File: config.mk
export PLATFORM = sky130hd
export DESIGN_NAME = rob_tag_alloc
export DESIGN_NICKNAME = d
export VERILOG_FILES = /design/src/isa_pkg.sv /design/src/uarch_pkg.sv /design/src/rob_tag_alloc.sv
export SDC_FILE = /design/constraint.sdc
export NUM_CORES = 1
export LEC_CHECK = 0
export ABC_AREA = 1
export BUFFER_PORTS_ARGS = -buffer_cell sky130_fd_sc_hd__buf_2
export CAP_MARGIN = 30
export CORE_MARGIN = 4
export CORE_UTILIZATION = 36
export CTS_CLUSTER_DIAMETER = 150
export DETAILED_ROUTE_END_ITERATION = 6
export PLACE_DENSITY_LB_ADDON = 0.05
export SETUP_SLACK_MARGIN = 0.4
export SLEW_MARGIN = 10
export SYNTH_ARGS = -nofsm -noshare
export SYNTH_HDL_FRONTEND = slang
export SYNTH_SLANG_ARGS = --single-unit
File: constraint.sdc
create_clock -name clk -period 5.92 [get_ports clk]
set_input_delay 1.776 -clock clk [delete_from_list [all_inputs] [get_ports clk]]
set_output_delay 1.776 -clock clk [all_outputs]
set_load 0.05 [all_outputs]
File: src/isa_pkg.sv
//--------------------------------------------------------------------------
// Architectural types of the RV32 frontend
// Data word, register index, opcode and the decoded instruction
//--------------------------------------------------------------------------
`default_nettype none

package isa_pkg;

    // Data width and register file size
    localparam int XLEN      = 32;
    localparam int ARCH_REGS = 32;

    typedef logic [XLEN-1:0]              xlen_t;
    typedef logic [$clog2(ARCH_REGS)-1:0] arch_reg_t;
    typedef logic [6:0]                   opcode_t;

    // One instruction as it leaves decode
    typedef struct packed {
        logic      valid;
        xlen_t     pc;
        opcode_t   opcode;
        arch_reg_t rd;
        logic      has_rd;
        arch_reg_t rs1;
        arch_reg_t rs2;
        // Operand b comes from imm instead of rs2
        logic      use_imm;
        xlen_t     imm;
    } decoded_inst_t;

endpackage

`default_nettype wire

File: src/uarch_pkg.sv
//--------------------------------------------------------------------------
// Microarchitecture types of the rename stage
// ROB tags, source operands, renamed instructions, RAT and commit ports
// Slot 0 of every group is the older instruction
//--------------------------------------------------------------------------
`default_nettype none

package uarch_pkg;

    import isa_pkg::*;

    // Two instructions per cycle, 16 ROB entries
    localparam int PIPE_WIDTH = 2;
    localparam int TAG_WIDTH  = 4;
    localparam int ROB_DEPTH  = 1 << TAG_WIDTH;

    typedef logic [TAG_WIDTH-1:0] rob_tag_t;

    // Either a pending producer tag or a ready value
    typedef struct packed {
        logic     is_renamed;
        rob_tag_t tag;
        xlen_t    data;
    } source_t;

    typedef struct packed {
        logic      valid;
        xlen_t     pc;
        opcode_t   opcode;
        arch_reg_t rd;
        logic      has_rd;
        rob_tag_t  dest_tag;
        source_t   src_a;
        source_t   src_b;
    } renamed_inst_t;

    typedef struct packed {
        logic      we;
        arch_reg_t addr;
        rob_tag_t  tag;
    } rat_write_t;

    // Retire port of the ROB
    typedef struct packed {
        logic      we;
        rob_tag_t  tag;
        arch_reg_t rd;
        logic      has_rd;
        xlen_t     data;
    } commit_port_t;

    typedef decoded_inst_t [PIPE_WIDTH-1:0] decoded_group_t;
    typedef renamed_inst_t [PIPE_WIDTH-1:0] renamed_group_t;
    typedef rat_write_t    [PIPE_WIDTH-1:0] rat_write_group_t;
    typedef commit_port_t  [PIPE_WIDTH-1:0] commit_group_t;
    typedef rob_tag_t      [PIPE_WIDTH-1:0] tag_group_t;

endpackage

`default_nettype wire

File: src/rob_tag_alloc.sv
//--------------------------------------------------------------------------
// ROB tag allocator
// Circular head/tail pointers, all-or-nothing grants, frees on commit
//--------------------------------------------------------------------------
`timescale 1ns/1ps
`default_nettype none

module rob_tag_alloc (
    input  logic                            clk,
    input  logic                            rst,
    input  logic                            flush,
    input  logic [uarch_pkg::PIPE_WIDTH-1:0] rob_alloc_req,
    output logic [uarch_pkg::PIPE_WIDTH-1:0] rob_alloc_gnt,
    output uarch_pkg::tag_group_t            rob_alloc_tags,
    input  uarch_pkg::commit_group_t         commit_ports
);
    import uarch_pkg::*;

    // Extra MSB on each pointer tells full from empty
    typedef logic [TAG_WIDTH:0] rob_ptr_t;

    rob_ptr_t head;
    rob_ptr_t tail;
    rob_ptr_t occupancy;
    rob_ptr_t free_cnt;
    rob_ptr_t req_cnt;
    rob_ptr_t gnt_cnt;
    rob_ptr_t commit_cnt;

    assign occupancy = tail - head;
    assign free_cnt  = rob_ptr_t'(ROB_DEPTH) - occupancy;

    always_comb begin
        req_cnt    = '0;
        gnt_cnt    = '0;
        commit_cnt = '0;
        for (int i = 0; i < PIPE_WIDTH; i++) begin
            req_cnt    = req_cnt + rob_ptr_t'(rob_alloc_req[i]);
            gnt_cnt    = gnt_cnt + rob_ptr_t'(rob_alloc_gnt[i]);
            commit_cnt = commit_cnt + rob_ptr_t'(commit_ports[i].we);
        end
    end

    // Grant everything or nothing
    assign rob_alloc_gnt = (req_cnt <= free_cnt) ? rob_alloc_req : '0;

    // Requesting slots take consecutive tags, a lone slot 1 gets the tail
    assign rob_alloc_tags[0] = tail[TAG_WIDTH-1:0];
    assign rob_alloc_tags[1] = rob_alloc_req[0] ? rob_tag_t'(tail[TAG_WIDTH-1:0] + 1'b1)
                                                : tail[TAG_WIDTH-1:0];

    always_ff @(posedge clk) begin
        if (rst || flush) begin
            head <= '0;
            tail <= '0;
        end else begin
            head <= head + commit_cnt;
            tail <= tail + gnt_cnt;
        end
    end

endmodule

`default_nettype wire

==> reports/results.txt <==
Status - completed
I/O Pins - 101
Setup crit end kind - output port
Root Buffer - clkbuf_4
First-pass GRT wire length - 2680 um
Cell Pwr Density - 231 mW/mm2
Yosys top cell area share - 22.8%
Post-synthesis sequential area ratio - 22.8%
Gate Count Post-Synth - 115
Layout cells sized above 1 - 24.8%
Die Ht - 57.4 um
Via count - 695
Placed Area - 960 um2
Setup ws final - 1.07 ns
Synthesized Nets - 222
CTS clk-pin slew, worst paths - 0.06 ns
Slew @ Worst Pin - 0.310 ns
Routed WL - 1450 um
Wire per inst - 9.22 um
Seq cells post-synth - 10
CTS H-tree lvls - 1
Setup Buffers After CTS - 0
Floorplan die width - 57.4 um
Final setup TNS - 0 ns
Final Cell Area - 982 um2
Ant. Diodes - 0
Synth area leader - dfxtp_1
Worst Hold Class - flop to flop
GR Overflow Total - 0
Slowest CP cell - ha_1
Number of gates resized after CTS - 0
Largest cells by area after synthesis - dfxtp_1 (23%), ha_1 (19%), inv_1 (11%), fa_1 (6.8%), nand2_1 (6.4%)
Rows - 17
Post-route clock period utilization - 82.0%
1st-pass router iterations - 4
Clock tree sinks - 10
Core area - 0.00228 mm2
Number of global-route vias before repair - 698
CP Max Fanout - 7
Most common cell after layout, fill and taps aside - inv_1
Max-slew violation count - 0
Total of max-cap violations - 0
Layout area overhead - 11.8%
Clock Latency Late Sink - 0.26 ns
Worst EP required - 4.14 ns
RSZ-0062 raised after global routing - no
Drc violations - 0
CTS tree - done
Synth warn - 0
Leak Pwr - 0.000515 uW
Fmax - 206 MHz
Total die area - 0.00329 mm2
Largest net degree at the start of global routing - 11
Setup WS pre-CTS - 1.06 ns
Worst Setup Start Kind - input pin
Worst vdd ir - 0.0000965 V
Worst Path Arrival - 3.08 ns
Fill count - 260
Buffers added on ports - 16
Hold-fix buffers, CTS - 0
Drt initial violations - 3
Worst Skew - 0.000901 ns
Total GRT Usage - 10.4%
Avg Cell Area, Syn - 7.64 um2
Count of cell types in the netlist - 27
Final Hold Fails - 0
Most frequent cells in the layout - inv_1 (25), buf_2 (16), nand2_1 (15)
Hold WS - 0.477 ns
Finish-stage setup viols - 0
Crit Path Class - input pin to output port
Slew margin rel. - 79.3%
Worst-path cell chain - buf_2 > ha_1 > ha_1 > nand2_1 > inv_1 > nand3_1 > nand2_2 > a21oi_1 > buf_2
Routability congestion estimate - 0.688
Pwr Total - 227 uW
Mapped Area - 878 um2
ANT nets after route - 0
# nets final - 238
Final HPWL DP - 1300 um
Via-per-instance ratio - 4.43
Initial antenna violation count - 0
Highest cell delay on the worst timing path - 0.29 ns
Crit path time final - 4.85 ns
Num CTS Buffers - 3
Starting Density - 38.6%
CTS Buffer Depth - 2
[critical path, delay by kind of cell]
| family | cells | cell delay [ns] |
|---|---|---|
| AO/OA/AOI/OAI | 1 | 0.12 |
| adder cells (fa/ha/maj) | 2 | 0.50 |
| buffers and inverters | 3 | 0.46 |
| AND/OR/NAND/NOR | 3 | 0.23 |
[metal layers]
layer | track usage [%] | wire (um) | up-vias
met3 | 1.58 | 56 | 4
met4 | 5.96 | 27 | 0
met2 | 17.9 | 689 | 11
met1 | 12.0 | 675 | 298
li1 | - | - | 382
met5 | 0 | 0 | -
[through the flow]
| stage | utilization [%] | instances |
|---|---|---|
| after CTS | 43.2 | 157 |
| final | 43.2 | 157 |
| after detailed placement | 42.2 | 154 |
| after global placement | 42.2 | 154 |
| after global routing | 43.2 | 157 |
| after floorplan | - | 115 |
[sequential cells by signal, summed over array words and instances, names as in the netlist]
| name | count |
|---|---|
| tail | 5 |
| head | 5 |
[final cells by class]
| type | instances | area, um2 | area share, % |
|---|---|---|---|
| Inverter | 28 | 106 | 10.8 |
| Multi-Input combinational cell | 72 | 538 | 54.8 |
| Sequential cell | 10 | 200 | 20.4 |
| Timing Repair Buffer | 16 | 80.1 | 8.15 |
| Tap cell | 28 | 35.0 | 3.57 |
| Clock buffer | 3 | 22.5 | 2.29 |
[synthesized netlist by cell type]
cell      number
o21bai_1       2
inv_1         25
nand4_1        2
inv_2          2
a21oi_2        1
o21ai_0        2
fa_1           3
or2_1          1
nor2_1         5
nand2_2        4
ha_1          13
clkinv_2       1
a31oi_1        1
buf_4          4
nand2_1       15
xnor2_1        1
clkbuf_1       1
nor2_2         2
or2_0          1
nand3_2        2
dfxtp_1       10
nor2_4         1
xor2_1         4
nor3_1         1
nor3b_1        1
nand3_1        4
a21oi_1        6
[worst paths after layout]
kind / startpoint / endpoint / slack, ns / cells after the start
worst max register to register: tail[1] / tail[4] / 2.75 / 17
worst max-delay path: rob_alloc_req[0] / rob_alloc_gnt[0] / 1.07 / 9
worst min register to register: tail[4] / tail[4] / 0.48 / 2
worst min-delay path: tail[4] / tail[4] / 0.48 / 2
[logic make-up (layout without fill, tap and decap cells)]
family / Yosys count / in the layout / synth area share, %
AOI/OAI and AO/OA: 12 / 12 / 7.98
DFF: 10 / 10 / 22.8
and+or+nand+nor: 39 / 39 / 22.9
adders and majority gates: 16 / 16 / 25.4
buffers and inverters: 33 / 47 / 16.0
xor gates and xnor gates: 5 / 5 / 4.99
[report_power, final]
part	switching (uW)	total [uW]	internal, uW
clock	21.1	44.5	23.4
sequential	3.67	74.0	70.3
combinational	73.2	108	35.1
Power figures use the tool's default switching activity.
