===== src/isa_pkg.sv =====
//--------------------------------------------------------------------------
// Architectural types of the RV32 frontend
// Data word, register index, opcode and the decoded instruction
//--------------------------------------------------------------------------
`default_nettype none

package isa_pkg;

    // Data width and register file size
    localparam int XLEN      = 32;
    localparam int ARCH_REGS = 32;

    typedef logic [XLEN-1:0]              xlen_t;
    typedef logic [$clog2(ARCH_REGS)-1:0] arch_reg_t;
    typedef logic [6:0]                   opcode_t;

    // One instruction as it leaves decode
    typedef struct packed {
        logic      valid;
        xlen_t     pc;
        opcode_t   opcode;
        arch_reg_t rd;
        logic      has_rd;
        arch_reg_t rs1;
        arch_reg_t rs2;
        // Operand b comes from imm instead of rs2
        logic      use_imm;
        xlen_t     imm;
    } decoded_inst_t;

endpackage

`default_nettype wire


===== src/uarch_pkg.sv =====
//--------------------------------------------------------------------------
// Microarchitecture types of the rename stage
// ROB tags, source operands, renamed instructions, RAT and commit ports
// Slot 0 of every group is the older instruction
//--------------------------------------------------------------------------
`default_nettype none

package uarch_pkg;

    import isa_pkg::*;

    // Two instructions per cycle, 16 ROB entries
    localparam int PIPE_WIDTH = 2;
    localparam int TAG_WIDTH  = 4;
    localparam int ROB_DEPTH  = 1 << TAG_WIDTH;

    typedef logic [TAG_WIDTH-1:0] rob_tag_t;

    // Either a pending producer tag or a ready value
    typedef struct packed {
        logic     is_renamed;
        rob_tag_t tag;
        xlen_t    data;
    } source_t;

    typedef struct packed {
        logic      valid;
        xlen_t     pc;
        opcode_t   opcode;
        arch_reg_t rd;
        logic      has_rd;
        rob_tag_t  dest_tag;
        source_t   src_a;
        source_t   src_b;
    } renamed_inst_t;

    typedef struct packed {
        logic      we;
        arch_reg_t addr;
        rob_tag_t  tag;
    } rat_write_t;

    // Retire port of the ROB
    typedef struct packed {
        logic      we;
        rob_tag_t  tag;
        arch_reg_t rd;
        logic      has_rd;
        xlen_t     data;
    } commit_port_t;

    typedef decoded_inst_t [PIPE_WIDTH-1:0] decoded_group_t;
    typedef renamed_inst_t [PIPE_WIDTH-1:0] renamed_group_t;
    typedef rat_write_t    [PIPE_WIDTH-1:0] rat_write_group_t;
    typedef commit_port_t  [PIPE_WIDTH-1:0] commit_group_t;
    typedef rob_tag_t      [PIPE_WIDTH-1:0] tag_group_t;

endpackage

`default_nettype wire


===== src/rename.sv =====
//--------------------------------------------------------------------------
// Two-wide rename stage
// Source lookup, intra-group forwarding, commit bypass, compaction,
// output register and dispatch credit counter
//--------------------------------------------------------------------------
`timescale 1ns/1ps
`default_nettype none

module rename #(
    parameter int DISPATCH_CREDITS = 4
) (
    input  logic                                           clk,
    input  logic                                           rst,
    input  logic                                           flush,
    output logic                                           rename_rdy,
    input  uarch_pkg::decoded_group_t                      decoded_insts,
    output logic [uarch_pkg::PIPE_WIDTH-1:0]               rob_alloc_req,
    input  logic [uarch_pkg::PIPE_WIDTH-1:0]               rob_alloc_gnt,
    input  uarch_pkg::tag_group_t                          rob_alloc_tags,
    output isa_pkg::arch_reg_t [uarch_pkg::PIPE_WIDTH-1:0] rs1,
    output isa_pkg::arch_reg_t [uarch_pkg::PIPE_WIDTH-1:0] rs2,
    input  uarch_pkg::source_t [uarch_pkg::PIPE_WIDTH-1:0] rs1_read,
    input  uarch_pkg::source_t [uarch_pkg::PIPE_WIDTH-1:0] rs2_read,
    output uarch_pkg::rat_write_group_t                    rat_writes,
    input  uarch_pkg::commit_group_t                       commit_ports,
    output uarch_pkg::renamed_group_t                      renamed_insts,
    input  logic                                           credit_return
);
    import isa_pkg::*;
    import uarch_pkg::*;

    localparam int CNT_W = $clog2(DISPATCH_CREDITS + 1);
    typedef logic [CNT_W-1:0] credit_cnt_t;

    credit_cnt_t    credit_cnt;
    logic           can_send;
    logic           group_taken;
    renamed_group_t renamed_tmp;
    renamed_group_t renamed_next;
    renamed_group_t renamed_q;

    //--------------------------------------------------------------------------
    // Helpers
    //--------------------------------------------------------------------------
    // Producer retiring this cycle: take its value instead of the tag
    function automatic source_t commit_bypass(input source_t src, input commit_group_t cp);
        source_t res;
        res = src;
        for (int c = 0; c < PIPE_WIDTH; c++) begin
            if (src.is_renamed && cp[c].we && cp[c].tag == src.tag) begin
                res.is_renamed = 1'b0;
                res.tag        = '0;
                res.data       = cp[c].data;
            end
        end
        return res;
    endfunction

    function automatic renamed_inst_t bypass_inst(input renamed_inst_t inst,
                                                  input commit_group_t cp);
        renamed_inst_t res;
        res       = inst;
        res.src_a = commit_bypass(inst.src_a, cp);
        res.src_b = commit_bypass(inst.src_b, cp);
        return res;
    endfunction

    function automatic renamed_inst_t build_inst(input decoded_inst_t d, input source_t a,
                                                 input source_t b, input rob_tag_t tag,
                                                 input logic gnt);
        renamed_inst_t r;
        r.valid    = d.valid && gnt;
        r.pc       = d.pc;
        r.opcode   = d.opcode;
        r.rd       = d.rd;
        r.has_rd   = d.has_rd;
        r.dest_tag = tag;
        r.src_a    = a;
        // Immediate operand is always ready
        if (d.use_imm) begin
            r.src_b = '{is_renamed: 1'b0, tag: '0, data: d.imm};
        end else begin
            r.src_b = b;
        end
        return r;
    endfunction

    //--------------------------------------------------------------------------
    // Handshakes
    //--------------------------------------------------------------------------
    assign can_send = (credit_cnt != '0) && !flush;

    always_comb begin
        for (int i = 0; i < PIPE_WIDTH; i++) begin
            rob_alloc_req[i] = decoded_insts[i].valid && can_send;
            rs1[i]           = decoded_insts[i].rs1;
            rs2[i]           = decoded_insts[i].rs2;
            // x0 filtering happens in the status file
            rat_writes[i].we   = decoded_insts[i].valid && rob_alloc_gnt[i] &&
                                 decoded_insts[i].has_rd;
            rat_writes[i].addr = decoded_insts[i].rd;
            rat_writes[i].tag  = rob_alloc_tags[i];
        end
    end

    // Grant is all or nothing, so equality means the whole group fits
    assign rename_rdy  = can_send && (rob_alloc_gnt == rob_alloc_req);
    assign group_taken = rename_rdy && (decoded_insts[0].valid || decoded_insts[1].valid);

    //--------------------------------------------------------------------------
    // Rename datapath
    //--------------------------------------------------------------------------
    always_comb begin
        for (int i = 0; i < PIPE_WIDTH; i++) begin
            renamed_tmp[i] = build_inst(decoded_insts[i], rs1_read[i], rs2_read[i],
                                        rob_alloc_tags[i], rob_alloc_gnt[i]);
        end

        // Slot 1 depends on slot 0's result
        if (rat_writes[0].we && rat_writes[0].addr != '0) begin
            if (decoded_insts[1].rs1 == rat_writes[0].addr) begin
                renamed_tmp[1].src_a = '{is_renamed: 1'b1, tag: rob_alloc_tags[0], data: '0};
            end
            if (!decoded_insts[1].use_imm && decoded_insts[1].rs2 == rat_writes[0].addr) begin
                renamed_tmp[1].src_b = '{is_renamed: 1'b1, tag: rob_alloc_tags[0], data: '0};
            end
        end

        for (int i = 0; i < PIPE_WIDTH; i++) begin
            renamed_tmp[i] = bypass_inst(renamed_tmp[i], commit_ports);
        end

        // Lone slot 1 moves down
        if (!renamed_tmp[0].valid && renamed_tmp[1].valid) begin
            renamed_next[0] = renamed_tmp[1];
            renamed_next[1] = '0;
        end else begin
            renamed_next = renamed_tmp;
        end
    end

    // Output lives for one cycle, valids are zero when nothing was taken
    always_ff @(posedge clk) begin
        if (rst || flush) begin
            renamed_q <= '0;
        end else begin
            renamed_q <= renamed_next;
        end
    end

    // Commits during the output cycle
    always_comb begin
        for (int i = 0; i < PIPE_WIDTH; i++) begin
            renamed_insts[i] = bypass_inst(renamed_q[i], commit_ports);
        end
    end

    //--------------------------------------------------------------------------
    // Dispatch credits
    //--------------------------------------------------------------------------
    // One credit per group, charged at acceptance
    always_ff @(posedge clk) begin
        if (rst || flush) begin
            credit_cnt <= credit_cnt_t'(DISPATCH_CREDITS);
        end else begin
            credit_cnt <= credit_cnt - credit_cnt_t'(group_taken) + credit_cnt_t'(credit_return);
        end
    end

endmodule

`default_nettype wire


===== config.mk =====
export PLATFORM = sky130hd
export DESIGN_NAME = rename
export DESIGN_NICKNAME = d
export VERILOG_FILES = /design/src/isa_pkg.sv /design/src/uarch_pkg.sv /design/src/rename.sv
export SDC_FILE = /design/constraint.sdc
export NUM_CORES = 1
export LEC_CHECK = 0
export ABC_CLOCK_PERIOD_IN_PS = 3340
export BUFFER_PORTS_ARGS = -buffer_cell sky130_fd_sc_hd__buf_4
export CAP_MARGIN = 20
export CORE_AREA = 5 5 273 275
export CTS_BUF_LIST = sky130_fd_sc_hd__clkbuf_4
export CTS_CLUSTER_DIAMETER = 120
export CTS_CLUSTER_SIZE = 10
export DETAILED_ROUTE_END_ITERATION = 10
export DIE_AREA = 0 0 278 280
export MAX_ROUTING_LAYER = met4
export PLACE_DENSITY = 0.54
export SETUP_SLACK_MARGIN = 0.1
export SLEW_MARGIN = 20
export SYNTH_ARGS = -nofsm -noshare
export SYNTH_HDL_FRONTEND = slang
export SYNTH_SLANG_ARGS = --single-unit

===== constraint.sdc =====
create_clock -name clk -period 3.34 [get_ports clk]
set_input_delay 0.501 -clock clk [delete_from_list [all_inputs] [get_ports clk]]
set_output_delay 0.501 -clock clk [all_outputs]
set_load 0.01 [all_outputs]

==> impl_metrics.py <==
metrics = {
    "yosys": {
        "synth-warning-count": 0,
        "synthesis.nets": 2416,
        "avgSynthCellArea_um2": 7.95,
        "synth_cells": 1987,
        "yosys-top-cells-count": "281 x a21oi_1, 251 x dfxtp_1, 190 x nor2_1",
        "mappedNetlistArea_mm2": 0.0158,
        "ys_seq_area_share_pct": 31.8,
        "synth.most_common_cell": "a21oi_1",
        "synth_area_leader_cell": "dfxtp_1",
        "synth_cell_type_count": 60,
        "synth_edf_count": 0,
        "ys_seq_elements": 251,
        "synth_area_leaders": "dfxtp_1 32%, a21oi_1 8.9%, mux2i_1 8.5%",
        "synth_ff_type": "dfxtp_1",
        "async_flop_share_pct": 0,
        "synth_top_area_share_pct": 31.8,
    },
    "global_route": {
        "antenna_found_initial": 6,
        "track_usage_pct": 21.5,
        "grt_first_pass_wirelength_um": 123000,
        "grt.overflow.total": 0,
        "grt_pass1_vias": 18100,
        "grt_max_degree": 86,
    },
    "die": {
        "die_h_um": 280,
        "fp.dieW_um": 278,
        "ios": 717,
        "rows": 99,
        "core_mm2": 0.0721,
        "dieArea_mm2": 0.0778,
        "start_util_pct": 21.9,
    },
    "critical_path": {
        "path_common_cell": "buf_4",
        "crit_arrival_ps": 2740,
        "critPathMaxStageDelay_ps": 490,
        "worstSetupPathType": "reg -> out",
        "slowest_stage": "a222oi_1",
        "cp_top_family": "buffers and inverters",
        "r2r_slack_ps": 1110,
        "crit_required_ps": 2840,
        "endpoint_kind": "output port",
        "crit_chain": "a222oi_1, nand2_4, buf_12, buf_8, buf_4, and3_1, buf_4",
        "cp_max_fo": 6,
        "cp_num_buf_inv": 4,
        "cp-start-kind": "register",
    },
    "clock_network": {
        "cts_root_buf": "clkbuf_4",
        "cts.path.max_buffers": 3,
        "numCtsBuffers": 29,
        "cts_tree": "built",
        "cts_max_level": 1,
        "clk_pin_slew_ps": 140,
        "cts_sinks": 251,
        "clk_latency_ps": 860,
    },
    "timing": {
        "fin_crit_sh_pct": 97.2,
        "period_minus_slack_ps": 3240,
        "rsz0062_at_grt": "yes",
        "worst_pin_slew_ps": 1020,
        "skew_ps": 0.451,
        "finalSetupViolations": 0,
        "slew_headroom_pct": 31.5,
        "slew_violations": 0,
        "fmax_mhz": 308,
        "hold_viol_final": 0,
    },
    "power_and_ir_drop": {
        "powerDensity_mw_per_mm2": 280,
        "p_leak_nw": 11.9,
        "power_mw": 6.91,
        "peakVddDrop_v": 0.000230,
    },
    "hold_path": {
        "hold_class": "in -> reg",
    },
    "detailed_routing": {
        "drc": 0,
        "vias_per_cell": 4.89,
        "drt-pass1-iter-count": 7,
        "routedWlPerCell_um": 24.9,
        "vias": 17916,
        "drt_iter0_drc": 1155,
        "drtAntennaViolNets": 0,
        "wirelength_um": 91300,
    },
    "placed_design": {
        "globalplace.congestion": 0.876,
        "post-dp-hpwl_um": 59600,
        "placement.io_buffers": 684,
    },
    "layout": {
        "fin_util_pct": 34.2,
        "layout.nets": 3123,
        "n_fill_cell": 7632,
        "area_delta_synth_final_pct": 56.2,
        "layout-drive-gt1-share_pct": 37.4,
    },
    "run_status": {
        "status": "completed",
    },
    "job": {
        "maxCapViolCount": 0,
    },
}
==> logic make-up after synthesis <==
kind of cell / synth area share (%)
AND/OR/NAND/NOR: 14.5
AO/OA/AOI/OAI: 21.3
buffers and inverters: 13.0
adder cells (fa/ha/maj): 0.285
flip-flops: 31.8
multiplexers: 15.4
XOR/XNOR: 3.72
==> worst reg2reg max path, delay by kind of cell, from the launching register on <==
kind	cells	cell delay, ps
XOR/XNOR	2	320
flip-flops	1	370
AND/OR/NAND/NOR	3	410
AO/OA/AOI/OAI	1	120
adder cells (fa/ha/maj)	3	780
buffers and inverters	2	100
==> routing by layer <==
metal	GRT usage, %	up-vias	wire (um)
li1	-	8235	-
met1	25.5	8581	36900
met2	36.8	911	43800
met3	3.82	189	6800
met4	7.77	0	3800
met5	-	-	0
==> cell usage in the layout (no fill, tap or decap), drive strengths merged, types with 5 or more instances in the layout <==
cell type,n
buf,769
a21oi,281
dlygate4sd3,261
dfxtp,251
nor2,191
nand2,184
mux2i,135
mux2,96
and3,73
o21ai,69
a22oi,65
xor2,44
clkbuf,37
a211oi,35
a31oi,35
o221ai,33
xnor2,23
nor3,22
inv,15
nand4,13
diode,8
and2,5
o2bb2ai,5
nor2b,5
==> cell type report <==
| class | count | area [um2] | area share, % |
|---|---|---|---|
| well taps | 959 | 1200 | 4.86 |
| repair buffers | 1037 | 9030 | 36.6 |
| multi-input cells | 1361 | 9090 | 36.8 |
| flip-flops and latches | 251 | 5040 | 20.4 |
| diodes | 8 | 20.0 | 0.0812 |
| inverters | 14 | 52.6 | 0.213 |
| clock inverters | 2 | 16.3 | 0.0659 |
| clock buffers | 30 | 225 | 0.913 |
==> worst paths after layout <==
path	depth (start not counted)	startpoint	endpoint
worst min-delay path	3	commit_ports[6]	renamed_q[130]
worst max-delay path	7	renamed_q[156]	renamed_insts[160]
worst max register to register	11	credit_cnt[1]	credit_cnt[2]
worst min register to register	2	credit_cnt[1]	credit_cnt[2]
==> registers in the layout, summed over array words and instances (netlist names) <==
name           cells
renamed_insts    100
renamed_q        148
credit_cnt         3
==> what timing repair did <==
item | CTS | global route
gates resized for setup | 32 | 71
pin swaps | 16 | 42
endpoints found under the hold margin | 210 | 0
buffers inserted | 14 | 15
setup endpoints to repair | 100 | 100
hold buffers | 261 | 0
cloned | 5 | 9
==> power by group <==
part / switching (mW) / internal [mW]
Clock: 1.18 / 0.419
Sequential: 0.0474 / 3.13
Combinational: 1.04 / 1.08
==> through the flow <==
step / worst slack [ps] / cells / area [um2] / hold slack [ps] / TNS [ps]
after floorplan: 778 / 1987 / 15800 / 526 / 0
after global placement: 309 / 3319 / 20900 / 557 / 0
after detailed placement: 256 / 3319 / 20900 / 547 / 0
after CTS: 25.2 / 3631 / 24100 / 2.67 / 0
after global routing: -1.79 / 3657 / 24700 / 24.4 / -1.79
final: 95.0 / 3662 / 24700 / 56.8 / 0
Note: power is estimated with default switching activity, not from simulation.
